==> config.mk <==
export PLATFORM = sky130hd
export DESIGN_NAME = active_cta_table
export DESIGN_NICKNAME = d
export VERILOG_FILES = /design/src/hw/cta_table_pkg.sv /design/src/hw/cta_slot_alloc.sv /design/src/hw/cta_slot_array.sv /design/src/hw/cta_out_buffer.sv /design/src/hw/active_cta_table.sv
export SDC_FILE = /design/constraint.sdc
export NUM_CORES = 1
export LEC_CHECK = 0
export BUFFER_PORTS_ARGS = -buffer_cell sky130_fd_sc_hd__buf_2
export CAP_MARGIN = 25
export CORE_ASPECT_RATIO = 1.25
export CORE_MARGIN = 4
export CORE_UTILIZATION = 30
export DETAILED_ROUTE_END_ITERATION = 12
export HOLD_SLACK_MARGIN = 0.05
export SETUP_SLACK_MARGIN = 0.4
export SLEW_MARGIN = 20
export SYNTH_ARGS = -nofsm -noshare
export SYNTH_HDL_FRONTEND = slang
export SYNTH_SLANG_ARGS = --single-unit
==> constraint.sdc <==
create_clock -name clk -period 10.5 [get_ports clk]
set_input_delay 2.1 -clock clk [delete_from_list [all_inputs] [get_ports clk]]
set_output_delay 2.1 -clock clk [all_outputs]
set_load 0.05 [all_outputs]
==> src/hw/cta_table_pkg.sv <==
`default_nettype none

package cta_table_pkg;

    // Table geometry
    localparam int MAX_NUM_CTA  = 4;
    localparam int THREAD_WIDTH = 256;
    localparam int THREAD_SHIFT = $clog2(THREAD_WIDTH);
    localparam int CTA_IDX_W    = $clog2(MAX_NUM_CTA);
    // Slot count runs from 0 to MAX_NUM_CTA inclusive
    localparam int SPAN_W       = $clog2(MAX_NUM_CTA + 1);

    // Descriptor field widths
    localparam int CTA_ID_W   = 16;
    localparam int CTA_SIZE_W = 11;

    typedef logic [CTA_IDX_W-1:0]   cta_idx_t;
    typedef logic [SPAN_W-1:0]      slot_span_t;
    typedef logic [MAX_NUM_CTA-1:0] slot_mask_t;

    // CTA descriptor, carried from add port through slot to output buffer
    typedef struct packed {
        logic [CTA_ID_W-1:0]   cta_id_x;
        logic [CTA_ID_W-1:0]   cta_id_y;
        logic [CTA_ID_W-1:0]   cta_id_z;
        logic [CTA_SIZE_W-1:0] cta_size;
        logic [CTA_ID_W-1:0]   kernel_id;
    } cta_desc_t;

    // One table slot
    typedef struct packed {
        logic       valid;
        logic       is_primary;
        slot_span_t span;
        cta_desc_t  desc;
    } slot_entry_t;

endpackage

`default_nettype wire

==> src/hw/cta_slot_alloc.sv <==
`timescale 1ns/1ns
`default_nettype none

module cta_slot_alloc (
    input  cta_table_pkg::slot_mask_t         valid_mask,
    input  logic [cta_table_pkg::CTA_SIZE_W-1:0] add_size,
    output cta_table_pkg::cta_idx_t           free_index,
    output logic                              any_free,
    output cta_table_pkg::slot_span_t         span_needed
);
    import cta_table_pkg::*;

    logic [CTA_SIZE_W:0] size_rounded;
    logic [CTA_SIZE_W:0] span_full;

    // Lowest free slot wins
    always_comb begin
        free_index = '0;
        any_free   = 1'b0;
        for (int i = 0; i < MAX_NUM_CTA; i++) begin
            if (!valid_mask[i] && !any_free) begin
                free_index = CTA_IDX_W'(i);
                any_free   = 1'b1;
            end
        end
    end

    // Ceiling of add_size / THREAD_WIDTH, one extra bit keeps the carry
    assign size_rounded = {1'b0, add_size} + (CTA_SIZE_W + 1)'(THREAD_WIDTH - 1);
    assign span_full    = size_rounded >> THREAD_SHIFT;
    assign span_needed  = span_full[SPAN_W-1:0];

    // Shift-based division only holds for a power-of-two slot width
    initial begin
        assert ((THREAD_WIDTH & (THREAD_WIDTH - 1)) == 0)
            else $fatal(1, "THREAD_WIDTH %0d is not a power of two", THREAD_WIDTH);
    end

endmodule

`default_nettype wire

==> src/hw/cta_slot_array.sv <==
`timescale 1ns/1ns
`default_nettype none

module cta_slot_array (
    input  logic                      clk,
    input  logic                      rst_n,
    input  logic                      add_en,
    input  cta_table_pkg::cta_idx_t   add_index,
    input  cta_table_pkg::slot_span_t add_span,
    input  cta_table_pkg::cta_desc_t  add_desc,
    input  logic                      pop_valid,
    input  cta_table_pkg::cta_idx_t   pop_index,
    input  logic                      pop_take,
    output logic                      pop_hit,
    output cta_table_pkg::cta_desc_t  pop_desc,
    output cta_table_pkg::slot_mask_t valid_mask,
    output cta_table_pkg::slot_mask_t primary_mask
);
    import cta_table_pkg::*;

    slot_entry_t slot_q [MAX_NUM_CTA];

    slot_span_t pop_span;
    slot_mask_t add_mask;
    slot_mask_t pop_mask;

    // Lookup of the addressed slot
    assign pop_hit  = pop_valid && slot_q[pop_index].valid;
    assign pop_desc = slot_q[pop_index].desc;
    assign pop_span = slot_q[pop_index].span;

    always_comb begin
        for (int j = 0; j < MAX_NUM_CTA; j++) begin
            valid_mask[j]   = slot_q[j].valid;
            primary_mask[j] = slot_q[j].valid && slot_q[j].is_primary;
        end
    end

    // Slot runs touched by this cycle's add and pop
    always_comb begin
        add_mask = '0;
        pop_mask = '0;
        for (int j = 0; j < MAX_NUM_CTA; j++) begin
            if (j >= int'(add_index) && j < int'(add_index) + int'(add_span)) begin
                add_mask[j] = add_en;
            end
            if (j >= int'(pop_index) && j < int'(pop_index) + int'(pop_span)) begin
                pop_mask[j] = pop_take;
            end
        end
    end

    // An add and a pop never share a slot, so both can land in one cycle
    always_ff @(posedge clk or negedge rst_n) begin
        if (!rst_n) begin
            for (int j = 0; j < MAX_NUM_CTA; j++) begin
                slot_q[j].valid      <= 1'b0;
                slot_q[j].is_primary <= 1'b0;
                slot_q[j].span       <= '0;
            end
        end else begin
            for (int j = 0; j < MAX_NUM_CTA; j++) begin
                if (pop_mask[j]) begin
                    slot_q[j].valid      <= 1'b0;
                    slot_q[j].is_primary <= 1'b0;
                    slot_q[j].span       <= '0;
                end else if (add_mask[j]) begin
                    slot_q[j].valid      <= 1'b1;
                    slot_q[j].is_primary <= (j == int'(add_index));
                    // Every slot of the run keeps the span for the later clear
                    slot_q[j].span       <= add_span;
                    if (j == int'(add_index)) begin
                        slot_q[j].desc <= add_desc;
                    end
                end
            end
        end
    end

    // Upstream only sends adds that fit behind the first free slot
    property p_add_fits;
        @(posedge clk) disable iff (!rst_n)
        add_en |-> ((int'(add_index) + int'(add_span) <= MAX_NUM_CTA) &&
                    ((add_mask & valid_mask) == '0));
    endproperty
    a_add_fits: assert property (p_add_fits)
        else $error("Add run at slot %0d span %0d overlaps or overruns", add_index, add_span);

    // Output buffer may only take a pop this array reported as a hit
    property p_take_needs_hit;
        @(posedge clk) disable iff (!rst_n)
        pop_take |-> pop_hit;
    endproperty
    a_take_needs_hit: assert property (p_take_needs_hit)
        else $error("pop_take without pop_hit at slot %0d", pop_index);

endmodule

`default_nettype wire

==> src/hw/cta_out_buffer.sv <==
`timescale 1ns/1ns
`default_nettype none

module cta_out_buffer (
    input  logic                     clk,
    input  logic                     rst_n,
    input  logic                     pop_hit,
    input  cta_table_pkg::cta_desc_t pop_desc,
    input  logic                     out_ready,
    output logic                     pop_take,
    output logic                     out_valid,
    output cta_table_pkg::cta_desc_t out_desc
);
    import cta_table_pkg::*;

    cta_desc_t desc_q;

    // Room when empty or when the held entry leaves this cycle
    assign pop_take = pop_hit && (!out_valid || out_ready);

    always_ff @(posedge clk or negedge rst_n) begin
        if (!rst_n) begin
            out_valid <= 1'b0;
        end else if (pop_take) begin
            out_valid <= 1'b1;
        end else if (out_ready) begin
            out_valid <= 1'b0;
        end
    end

    // Descriptor register
    always_ff @(posedge clk) begin
        if (pop_take) begin
            desc_q <= pop_desc;
        end
    end

    assign out_desc = desc_q;

endmodule

`default_nettype wire

==> src/hw/active_cta_table.sv <==
`timescale 1ns/1ns
`default_nettype none

module active_cta_table (
    input  logic                      clk,
    input  logic                      rst_n,
    input  logic                      add_valid,
    input  cta_table_pkg::cta_desc_t  add_desc,
    input  logic                      pop_valid,
    input  cta_table_pkg::cta_idx_t   pop_hw_cta_id,
    input  logic                      out_ready,
    output logic                      add_ready,
    output logic                      out_valid,
    output cta_table_pkg::cta_desc_t  out_desc,
    output cta_table_pkg::slot_mask_t cta_valid,
    output logic                      full,
    output cta_table_pkg::cta_idx_t   next_empty_cta_index
);
    import cta_table_pkg::*;

    slot_mask_t valid_mask;
    slot_mask_t primary_mask;
    cta_idx_t   free_index;
    slot_span_t span_needed;
    cta_desc_t  pop_desc;
    logic       any_free;
    logic       add_en;
    logic       pop_hit;
    logic       pop_take;

    // Any free slot accepts an add, fit is left to upstream
    assign add_ready            = any_free;
    assign full                 = !any_free;
    assign add_en               = add_valid && add_ready;
    assign next_empty_cta_index = free_index;
    assign cta_valid            = primary_mask;

    cta_slot_alloc u_alloc (
        .valid_mask  (valid_mask),
        .add_size    (add_desc.cta_size),
        .free_index  (free_index),
        .any_free    (any_free),
        .span_needed (span_needed)
    );

    cta_slot_array u_slots (
        .clk          (clk),
        .rst_n        (rst_n),
        .add_en       (add_en),
        .add_index    (free_index),
        .add_span     (span_needed),
        .add_desc     (add_desc),
        .pop_valid    (pop_valid),
        .pop_index    (pop_hw_cta_id),
        .pop_take     (pop_take),
        .pop_hit      (pop_hit),
        .pop_desc     (pop_desc),
        .valid_mask   (valid_mask),
        .primary_mask (primary_mask)
    );

    cta_out_buffer u_out (
        .clk       (clk),
        .rst_n     (rst_n),
        .pop_hit   (pop_hit),
        .pop_desc  (pop_desc),
        .out_ready (out_ready),
        .pop_take  (pop_take),
        .out_valid (out_valid),
        .out_desc  (out_desc)
    );

endmodule

`default_nettype wire

==> results of run 1 <==
power groups by stage:
stage / sequential, mW / combinational, mW / clock (mW)
detailed placement: 2.03 / 0.725 / 0
global placement: 2.03 / 0.720 / 0
global route: 2.01 / 0.769 / 1.42
floorplan: 2.20 / 0.342 / 0
finish: 2.00 / 0.715 / 1.31
CTS: 2.00 / 0.730 / 1.36
worst reg2reg max path, stage by stage, from the launching register on:
cell and delay, ns:
dfrtp_1 0.48, inv_1 0.10, o21ai_0 0.08, and2_1 0.21, ha_1 0.25, fa_1 0.42, nor2b_1 0.17, a31oi_1 0.21
mux2_1 0.30, nand3_1 0.31, nor2_4 0.85, buf_4 0.79
how the worst max path moves through the flow:
stage	from	end	slack (ns)	depth (start not counted)
global route	pop_hw_cta_id[0]	u_slots.slot_q[61]	3.49	10
global placement	pop_hw_cta_id[0]	u_slots.slot_q[71]	3.19	10
CTS	pop_hw_cta_id[0]	u_slots.slot_q[71]	3.73	10
detailed placement	pop_hw_cta_id[0]	u_slots.slot_q[71]	3.19	10
finish	pop_hw_cta_id[0]	u_slots.slot_q[61]	3.93	10
floorplan	pop_hw_cta_id[1]	u_slots.slot_q[100]	1.14	13
cells in the final DEF (no fill, tap or decap), types with 6 or more instances in the layout:
cell type,synthesis,layout
dfrtp_1,21,21
buf_4,0,9
clkbuf_16,0,41
edfxtp_1,375,375
clkinv_1,0,8
clkbuf_1,12,6
mux2i_1,12,12
nand2_1,26,26
mux4_2,79,79
buf_2,3,163
inv_1,12,11
kinds of logic after synthesis:
group | share of synthesized area
DFF | 0.815
muxes | 0.135
and+or+nand+nor | 0.0182
buffers and inverters | 0.00960
AOI/OAI and AO/OA | 0.0145
adders and majority gates | 0.00623
xor gates and xnor gates | 0.00182
cell type report:
type / instances / area (um2)
diodes: 2 / 5.00
clock buffers: 47 / 1050
clock inverters: 17 / 140
fillers: 4392 / 30200
inverters: 12 / 47.5
multi-input cells: 186 / 2560
flip-flops and latches: 396 / 11800
well taps: 637 / 797
repair buffers: 173 / 895
routing by layer:
metal	vias up	global-route usage
met5	-	0
li1	2947	-
met2	161	0.194
met1	3454	0.145
met4	2	0.0398
met3	47	0.0222
sequential cells by signal, summed over array words and instances (netlist names):
register,count
u_slots.slot_q,316
u_out.out_desc,75
u_slots.valid_mask,4
u_out.out_valid,1
stage by stage:
stage                util  hold WS, ns
floorplan               -        0.457
global placement    0.339        0.482
detailed placement  0.339        0.482
CTS                 0.364        0.498
global route        0.364        0.514
finish              0.364        0.495
==> results.sh, run 1 <==
export IMPL_status="finished, final reports clean"
export IMPL_cts_tree="built"
export IMPL_seq_power_share=0.497
export IMPL_r2r_start="u_slots.valid_mask[2]"
export IMPL_yosysTopAreaCellShare=0.779
export IMPL_viasPerCell=4.50
export IMPL_crit_chain="buf_6 > buf_4 > mux4_2 > ha_1 > a211oi_1 > mux2_4 > or2_2 > nand3_1 > nor2_4 > buf_4"
export IMPL_cp_buffers_inverters=3
export IMPL_crit_top_cell="buf_4"
export IMPL_tightest_slew_ns=0.983
export IMPL_period_minus_slack_ns=6.57
export IMPL_syn_nets=704
export IMPL_synth_seq_area_share=0.815
export IMPL_routed_wl_um=29700
export IMPL_cpLargestDelayFamily="buffers and inverters"
export IMPL_maxUsedRoutingLayer="met5"
export IMPL_dieArea_um2=51800
export IMPL_fp_dieW_um=204
export IMPL_route_met3_wl_um=1350
export IMPL_finalInstanceArea_um2=17300
export IMPL_numCtsBuffers=39
export IMPL_maxSlewViolCount=0
export IMPL_maxCapViolCount=0
export IMPL_dp_cells=1404
export IMPL_antenna_found_initial=4
export IMPL_whs_path_depth=1
export IMPL_drc=0
export IMPL_cts_path_max_buffers=3
export IMPL_criticalPathCategory="in2reg"
export IMPL_grt_max_degree=50
export IMPL_initial_core_util=0.305
export IMPL_yosys_warnings=0
export IMPL_synth_edf_count=375
export IMPL_p_leak_nw=5.88
export IMPL_startpoint_type="input pin"
export IMPL_hp_class="reg2reg"
export IMPL_crit_fanout=48
export IMPL_grt_pass1_vias=7122
export IMPL_synth_cell_types=40
export IMPL_rows=89
export IMPL_portBuffers=165
export IMPL_synth_ff_type="edfxtp_1"
export IMPL_avgSynthCellArea_um2=23.5
export IMPL_clock_power_share=0.326
export IMPL_r2r_slack_ns=5.91
export IMPL_switching_share=0.282
export IMPL_grt_pass1_wl_um=44300
export IMPL_max_slew_margin_rel=0.343
export IMPL_hpwl_um=17700
export IMPL_combPwrFrac=0.178
export IMPL_postCtsSetupRepairBufs=0
export IMPL_groute_usage_overall=0.113
export IMPL_wl_met1_um=12300
export IMPL_dp_slack_ns=3.19
export IMPL_setup_viol=0
export IMPL_wl_met2_um=15200
export IMPL_wl_per_cell_um=20.2
export IMPL_synth_top_cells_by_area="edfxtp_1, mux4_2, dfrtp_1"
export IMPL_finalNetCount=896
export IMPL_synth_seq_cells=396
export IMPL_cp_end_kind="flip-flop"
export IMPL_hold_buffers=0
export IMPL_min_to="u_slots.slot_q[318]"
export IMPL_internal_power_mw=2.89
export IMPL_fp_dieH_um=253
export IMPL_vias=6611
export IMPL_syn_area_um2=14500
export IMPL_slowest_delay_ns=0.79
export IMPL_place_area_um2=16100
export IMPL_finalHoldViolations=0
export IMPL_worstRegToRegCells=11
export IMPL_pin_count=166
export IMPL_area_delta_synth_final_pct=19.5
export IMPL_ant_nets=0
export IMPL_cts_sinks=396
export IMPL_cts_htree_levels=2
export IMPL_core_area_um2=47400
export IMPL_fin_ws_ns=3.93
export IMPL_worstHoldStart="u_slots.slot_q[318]"
export IMPL_dr_pass1_iters=5
export IMPL_finalCritPeriodShare=0.626
export IMPL_arrival_ns=6.72
export IMPL_cp_required_ns=10.65
export IMPL_drtIter0Drc=500
export IMPL_ys_async_sr_fraction=0.0530
export IMPL_power_density_nw_per_um2=233
export IMPL_clkTransAtPathRegs_ns=0.06
export IMPL_r2r_end="u_slots.slot_q[61]"
export IMPL_final_setup_tns_ns=0
export IMPL_synth_largest_area_cell="edfxtp_1"
export IMPL_root_buffer="clkbuf_16"
export IMPL_clk_insertion_delay_late_ns=0.53
export IMPL_final_cells=1470
export IMPL_grt_setup_unrepaired="false"
export IMPL_power_mw=4.02
export IMPL_max_freq_mhz=152
export IMPL_overflow=0
export IMPL_p_sw_mw=1.13
export IMPL_cp_slowest_cell="nor2_4"
export IMPL_routabilityCongestion=0.819
export IMPL_synth_top_cells_by_count="edfxtp_1, mux4_2, nand2_1"
export IMPL_yosysMostFrequentCell="edfxtp_1"
export IMPL_drive_gt1_frac=0.379
export IMPL_vdd_drop_max_v=0.000138
export IMPL_syn_inst=616
export IMPL_post_cts_resize_count=0
export IMPL_skew_ns=0.0198
Note: power is estimated with default switching activity, not from simulation.
==> inputs of run 2 (changes only) <==
==> constraint.sdc (replaced) <==
create_clock -name clk -period 6.15 [get_ports clk]
set_input_delay 1.23 -clock clk [delete_from_list [all_inputs] [get_ports clk]]
set_output_delay 1.23 -clock clk [all_outputs]
set_load 0.05 [all_outputs]
==> run 2 against run 1 <==
  * Die area unchanged
  * Clock power increased by 85%
  * Cell count increased by 0.75%
  * Worst hold slack improved by 0.011 ns
  * Via count increased by 0.88%
  * Total power increased by 76%
  * Cell area increased by 1.5%
  * Largest power group unchanged
==> results.sh, run 2 (same netlist as run 1, synthesis figures left out) <==
export IMPL_final_cell_mix="edfxtp_1, buf_2, mux4_2"
export IMPL_clkTransAtPathRegs_ns=0.06
export IMPL_grt_pass1_vias=7135
export IMPL_p_leak_nw=5.98
export IMPL_startpoint_type="input pin"
export IMPL_clock_power_share=0.341
export IMPL_skew_ns=0.0139
export IMPL_tightest_slew_ns=0.840
export IMPL_initial_core_util=0.305
export IMPL_grt_pass1_wl_um=44400
export IMPL_slowest_delay_ns=0.66
export IMPL_clk_insertion_delay_late_ns=0.53
export IMPL_internal_power_mw=5.10
export IMPL_maxCapViolCount=0
export IMPL_postCtsSetupRepairBufs=0
export IMPL_hpwl_um=17800
export IMPL_switching_share=0.278
export IMPL_vias=6669
export IMPL_vdd_drop_max_v=0.000253
export IMPL_max_freq_mhz=229
export IMPL_largest_register_ffs=316
export IMPL_cts_tree="built"
export IMPL_fp_dieW_um=204
export IMPL_wl_per_cell_um=19.8
export IMPL_status="finished, final reports clean"
export IMPL_dieArea_um2=51800
export IMPL_crit_chain="buf_2 > or4_4 > nor2_4 > xnor2_2 > ha_2 > fa_2 > nor2b_1 > a31oi_1 > mux2_4 > o211a_1 > and4_4 > buf_4"
export IMPL_final_cells=1481
export IMPL_fp_dieH_um=253
export IMPL_dr_pass1_iters=5
export IMPL_cts_sinks=396
export IMPL_cp_required_ns=6.36
export IMPL_final_setup_tns_ns=0
export IMPL_drc=0
export IMPL_finalCritPeriodShare=0.711
export IMPL_grt_setup_unrepaired="false"
export IMPL_seq_power_share=0.481
export IMPL_area_delta_synth_final_pct=21.3
export IMPL_cp_slowest_cell="and4_4"
export IMPL_groute_usage_overall=0.113
export IMPL_overflow=0
export IMPL_finalHoldViolations=0
export IMPL_mostFrequentLayoutCell="edfxtp_1"
export IMPL_post_cts_resize_count=0
export IMPL_arrival_ns=4.58
export IMPL_root_buffer="clkbuf_16"
export IMPL_cts_path_max_buffers=3
export IMPL_period_minus_slack_ns=4.37
export IMPL_maxSlewViolCount=0
export IMPL_finalNetCount=898
export IMPL_setup_viol=0
export IMPL_antenna_found_initial=6
export IMPL_cts_htree_levels=2
export IMPL_viasPerCell=4.50
export IMPL_routed_wl_um=29300
export IMPL_hp_class="reg2reg"
export IMPL_grt_max_degree=76
export IMPL_power_density_nw_per_um2=403
export IMPL_rows=89
export IMPL_largest_register="u_slots.slot_q"
export IMPL_hold_buffers=0
export IMPL_p_sw_mw=1.97
export IMPL_max_slew_margin_rel=0.440
export IMPL_combPwrFrac=0.178
export IMPL_ant_nets=0
export IMPL_cp_end_kind="flip-flop"
export IMPL_pin_count=166
export IMPL_criticalPathCategory="in2reg"
export IMPL_crit_fanout=35
export IMPL_portBuffers=165
export IMPL_drtIter0Drc=372
export IMPL_routabilityCongestion=0.789
export IMPL_drive_gt1_frac=0.402
export IMPL_numCtsBuffers=40
export IMPL_core_area_um2=47400
export IMPL_dp_cells=1405
-- run 2: cell types whose count changed in the layout (fill, tap and decap cells not counted), moves of 3 or more --
cell / delta
buf_4: -3
inv_6: +4
buf_12: +4
clkinv_2: +5
bufinv_16: +3
-- run 2: metal layers --
layer / part of all wire / routed length [um] / GRT usage / up-vias
met1: 0.40 / 11700 / 0.140 / 3498
met2: 0.52 / 15200 / 0.197 / 153
met5: 0.0013 / 38 / 0 / -
met4: 0.026 / 748 / 0.0368 / 6
li1: - / - / - / 2962
met3: 0.055 / 1620 / 0.0274 / 50
-- run 2: power by group through the flow --
stage,sequential (mW),combinational (mW),clock (mW)
final,3.40,1.26,2.42
after global placement,3.46,1.27,0
after detailed placement,3.46,1.28,0
after global routing,3.43,1.35,2.62
after floorplan,3.75,0.626,0
after CTS,3.41,1.28,2.49
-- run 2: path summary, 6_finish.rpt --
kind | start | end | slack, ns | cells after the start
max | add_desc[22] | u_slots.slot_q[216] | 1.78 | 12
min | u_slots.slot_q[318] | u_slots.slot_q[318] | 0.51 | 1
max reg2reg | u_slots.valid_mask[2] | u_slots.slot_q[216] | 2.60 | 11
min reg2reg | u_slots.slot_q[318] | u_slots.slot_q[318] | 0.51 | 1
max in group asynchronous | rst_n | u_slots.valid_mask[0] | 5.09 | 1
min in group asynchronous | rst_n | u_slots.slot_q[238] | 0.69 | 1
-- run 2: critical path: cells and delay by family --
family / cells / cell delay [ns]
multiplexers: 1 / 0.25
adder cells (fa/ha/maj): 2 / 0.57
AO/OA/AOI/OAI: 2 / 0.36
AND/OR/NAND/NOR: 4 / 1.54
XOR/XNOR: 1 / 0.12
buffers and inverters: 2 / 0.49
-- run 2: metrics by stage --
step                hold slack [ns]  power [mW]  setup WS [ns]  utilization  area (um2)
floorplan                     0.457        4.37         0.0638            -       14600
global placement              0.507        4.73           1.28        0.342       16200
detailed placement            0.496        4.74           1.22        0.342       16200
CTS                           0.509        7.19           1.77        0.370       17500
global route                  0.534        7.40           1.59        0.370       17500
finish                        0.506        7.07           1.78        0.370       17500
-- run 2: layout make-up --
class	count	area (um2)
fill	4399	29900
sequential	396	11800
multi-input combinational	186	2640
clock buffer	48	1050
timing repair buffer	174	952
tap	637	797
clock inverter	24	259
inverter	12	50.0
antenna	4	10.0
==> inputs of run 3 (changes only) <==
==> constraint.sdc (replaced) <==
create_clock -name clk -period 3.65 [get_ports clk]
set_input_delay 0.73 -clock clk [delete_from_list [all_inputs] [get_ports clk]]
set_output_delay 0.73 -clock clk [all_outputs]
set_load 0.05 [all_outputs]
==> run 3 against run 2 <==
  * Critical path depth up 3
  * Largest cell class unchanged
  * Cell count up 3.4%
  * Cell area up 4.3%
==> results.sh, run 3 (same netlist as run 1, synthesis figures left out) <==
export IMPL_cp_end_kind="flip-flop"
export IMPL_largest_register_ffs=316
export IMPL_grt_pass1_wl_um=46500
export IMPL_drc=0
export IMPL_dr_pass1_iters=4
export IMPL_finalCritPeriodShare=0.919
export IMPL_root_buffer="clkbuf_16"
export IMPL_largest_register="u_slots.slot_q"
export IMPL_crit_top_cell="buf_6"
export IMPL_initial_core_util=0.305
export IMPL_power_mw=12.1
export IMPL_final_cells=1531
export IMPL_groute_usage_overall=0.118
export IMPL_core_area_um2=47400
export IMPL_place_area_um2=16600
export IMPL_finalNetCount=952
export IMPL_clkTransAtPathRegs_ns=0.06
export IMPL_p_leak_nw=6.34
export IMPL_drive_gt1_frac=0.447
export IMPL_viasPerCell=4.56
export IMPL_dieArea_um2=51800
export IMPL_cts_path_max_buffers=3
export IMPL_max_freq_mhz=298
export IMPL_grt_setup_unrepaired="true"
export IMPL_numCtsBuffers=40
export IMPL_vdd_drop_max_v=0.000410
export IMPL_r2r_slack_ns=0.46
export IMPL_arrival_ns=3.64
export IMPL_maxSlewViolCount=0
export IMPL_routabilityCongestion=0.748
export IMPL_status="finished, final reports clean"
export IMPL_skew_ns=0.0187
export IMPL_routed_wl_um=32800
export IMPL_fp_dieH_um=253
export IMPL_utilization=0.386
export IMPL_criticalPathCategory="in2reg"
export IMPL_maxCapViolCount=0
export IMPL_overflow=0
export IMPL_portBuffers=165
export IMPL_cts_tree="built"
export IMPL_area_delta_synth_final_pct=26.5
export IMPL_dp_slack_ns=-0.252
export IMPL_dp_cells=1437
export IMPL_period_minus_slack_ns=3.35
export IMPL_cts_htree_levels=2
export IMPL_hp_class="in2async"
export IMPL_crit_chain="buf_6 > or4_4 > nor2_4 > xnor2_2 > ha_2 > fa_2 > buf_4 > nor2_2 > a31oi_2 > mux2_4 > buf_6 > o211a_1 > and4_4 > buf_12 > buf_16"
export IMPL_cpLargestDelayFamily="simple AND/OR/NAND/NOR gates"
export IMPL_mostFrequentLayoutCell="edfxtp_1"
export IMPL_max_slew_margin_rel=0.396
export IMPL_grt_pass1_vias=7296
export IMPL_rows=89
export IMPL_crit_fanout=11
export IMPL_hpwl_um=19900
export IMPL_cp_buffers_inverters=5
export IMPL_finalHoldViolations=0
export IMPL_pin_count=166
export IMPL_insertedDiodeCount=0
export IMPL_final_cell_mix="edfxtp_1, buf_2, mux4_2"
export IMPL_cp_slowest_cell="or4_4"
export IMPL_cts_sinks=396
export IMPL_setup_viol=0
export IMPL_vias=6976
export IMPL_grt_max_degree=53
export IMPL_finalInstanceArea_um2=18300
export IMPL_tightest_slew_ns=0.907
export IMPL_power_density_nw_per_um2=662
export IMPL_fp_dieW_um=204
export IMPL_ant_nets=0
export IMPL_slowest_delay_ns=0.59
export IMPL_hold_buffers=0
export IMPL_startpoint_type="input pin"
export IMPL_fin_ws_ns=0.297
export IMPL_drtIter0Drc=602
export IMPL_cp_required_ns=3.93
export IMPL_clk_insertion_delay_late_ns=0.53
export IMPL_antenna_found_initial=6
export IMPL_wl_per_cell_um=21.4
-- run 3: cell types whose count changed in the layout (fill, tap and decap cells not counted), sizes merged --
cell / change
clkinvlp: +2
bufinv: -2
buf: +45
diode: -4
clkbuf: +8
inv: +1
-- run 3: worst reg2reg max path, stage by stage, from the launching register on --
cell,delay [ns]
dfrtp_1,0.49
inv_1,0.11
o21ai_0,0.08
and2_1,0.21
ha_2,0.21
fa_2,0.35
buf_4,0.16
nor2_2,0.11
a31oi_2,0.06
mux2_4,0.28
buf_6,0.13
o211a_1,0.23
and4_4,0.19
buf_12,0.16
buf_16,0.16
-- run 3: area by class of cell --
cell class / instances / area (um2)
Fill cell: 4316 / 29100
Sequential cell: 396 / 11800
Multi-Input combinational cell: 186 / 2680
Timing Repair Buffer: 228 / 1720
Clock buffer: 47 / 1050
Tap cell: 637 / 797
Clock inverter: 25 / 221
Inverter: 12 / 47.5
-- run 3: layer usage --
metal,GRT usage,share of wire,vias to the layer above
met5,0,0.0010,-
met4,0.0362,0.022,6
met3,0.0265,0.044,57
met2,0.197,0.51,164
met1,0.155,0.42,3685
li1,-,-,3064
-- run 3: timing repair --
action                     in CTS  in global routing
buffers inserted                0                  8
gates cloned                    0                 14
resized for setup               1                 18
setup endpoints to repair      73                287
pin swaps                       1                  4
-- run 3: worst paths after layout --
check                                 startpoint                    end  depth (start not counted)
max                                 add_desc[16]    u_slots.slot_q[227]                         15
min                                        rst_n  u_slots.valid_mask[2]                          1
max reg2reg                u_slots.valid_mask[2]    u_slots.slot_q[227]                         14
min reg2reg                  u_slots.slot_q[318]    u_slots.slot_q[318]                          1
max in group asynchronous                  rst_n  u_slots.valid_mask[1]                          1
min in group clk                    add_desc[63]    u_slots.slot_q[303]                          1
-- run 3: per-stage QoR --
| step | hold WS [ns] | setup TNS (ns) |
|---|---|---|
| after detailed placement | 0.481 | -38.33 |
| final | 0.199 | 0 |
| after floorplan | 0.434 | -234.13 |
| after global routing | 0.222 | 0 |
| after CTS | 0.187 | 0 |
| after global placement | 0.468 | -25.12 |
-- run 3: where the power goes --
part	internal (mW)	total [mW]	switching [mW]	leakage, nW
Combinational	0.809	2.40	1.59	2.06
Clock	2.28	3.98	1.69	0.616
Sequential	5.55	5.74	0.183	3.67
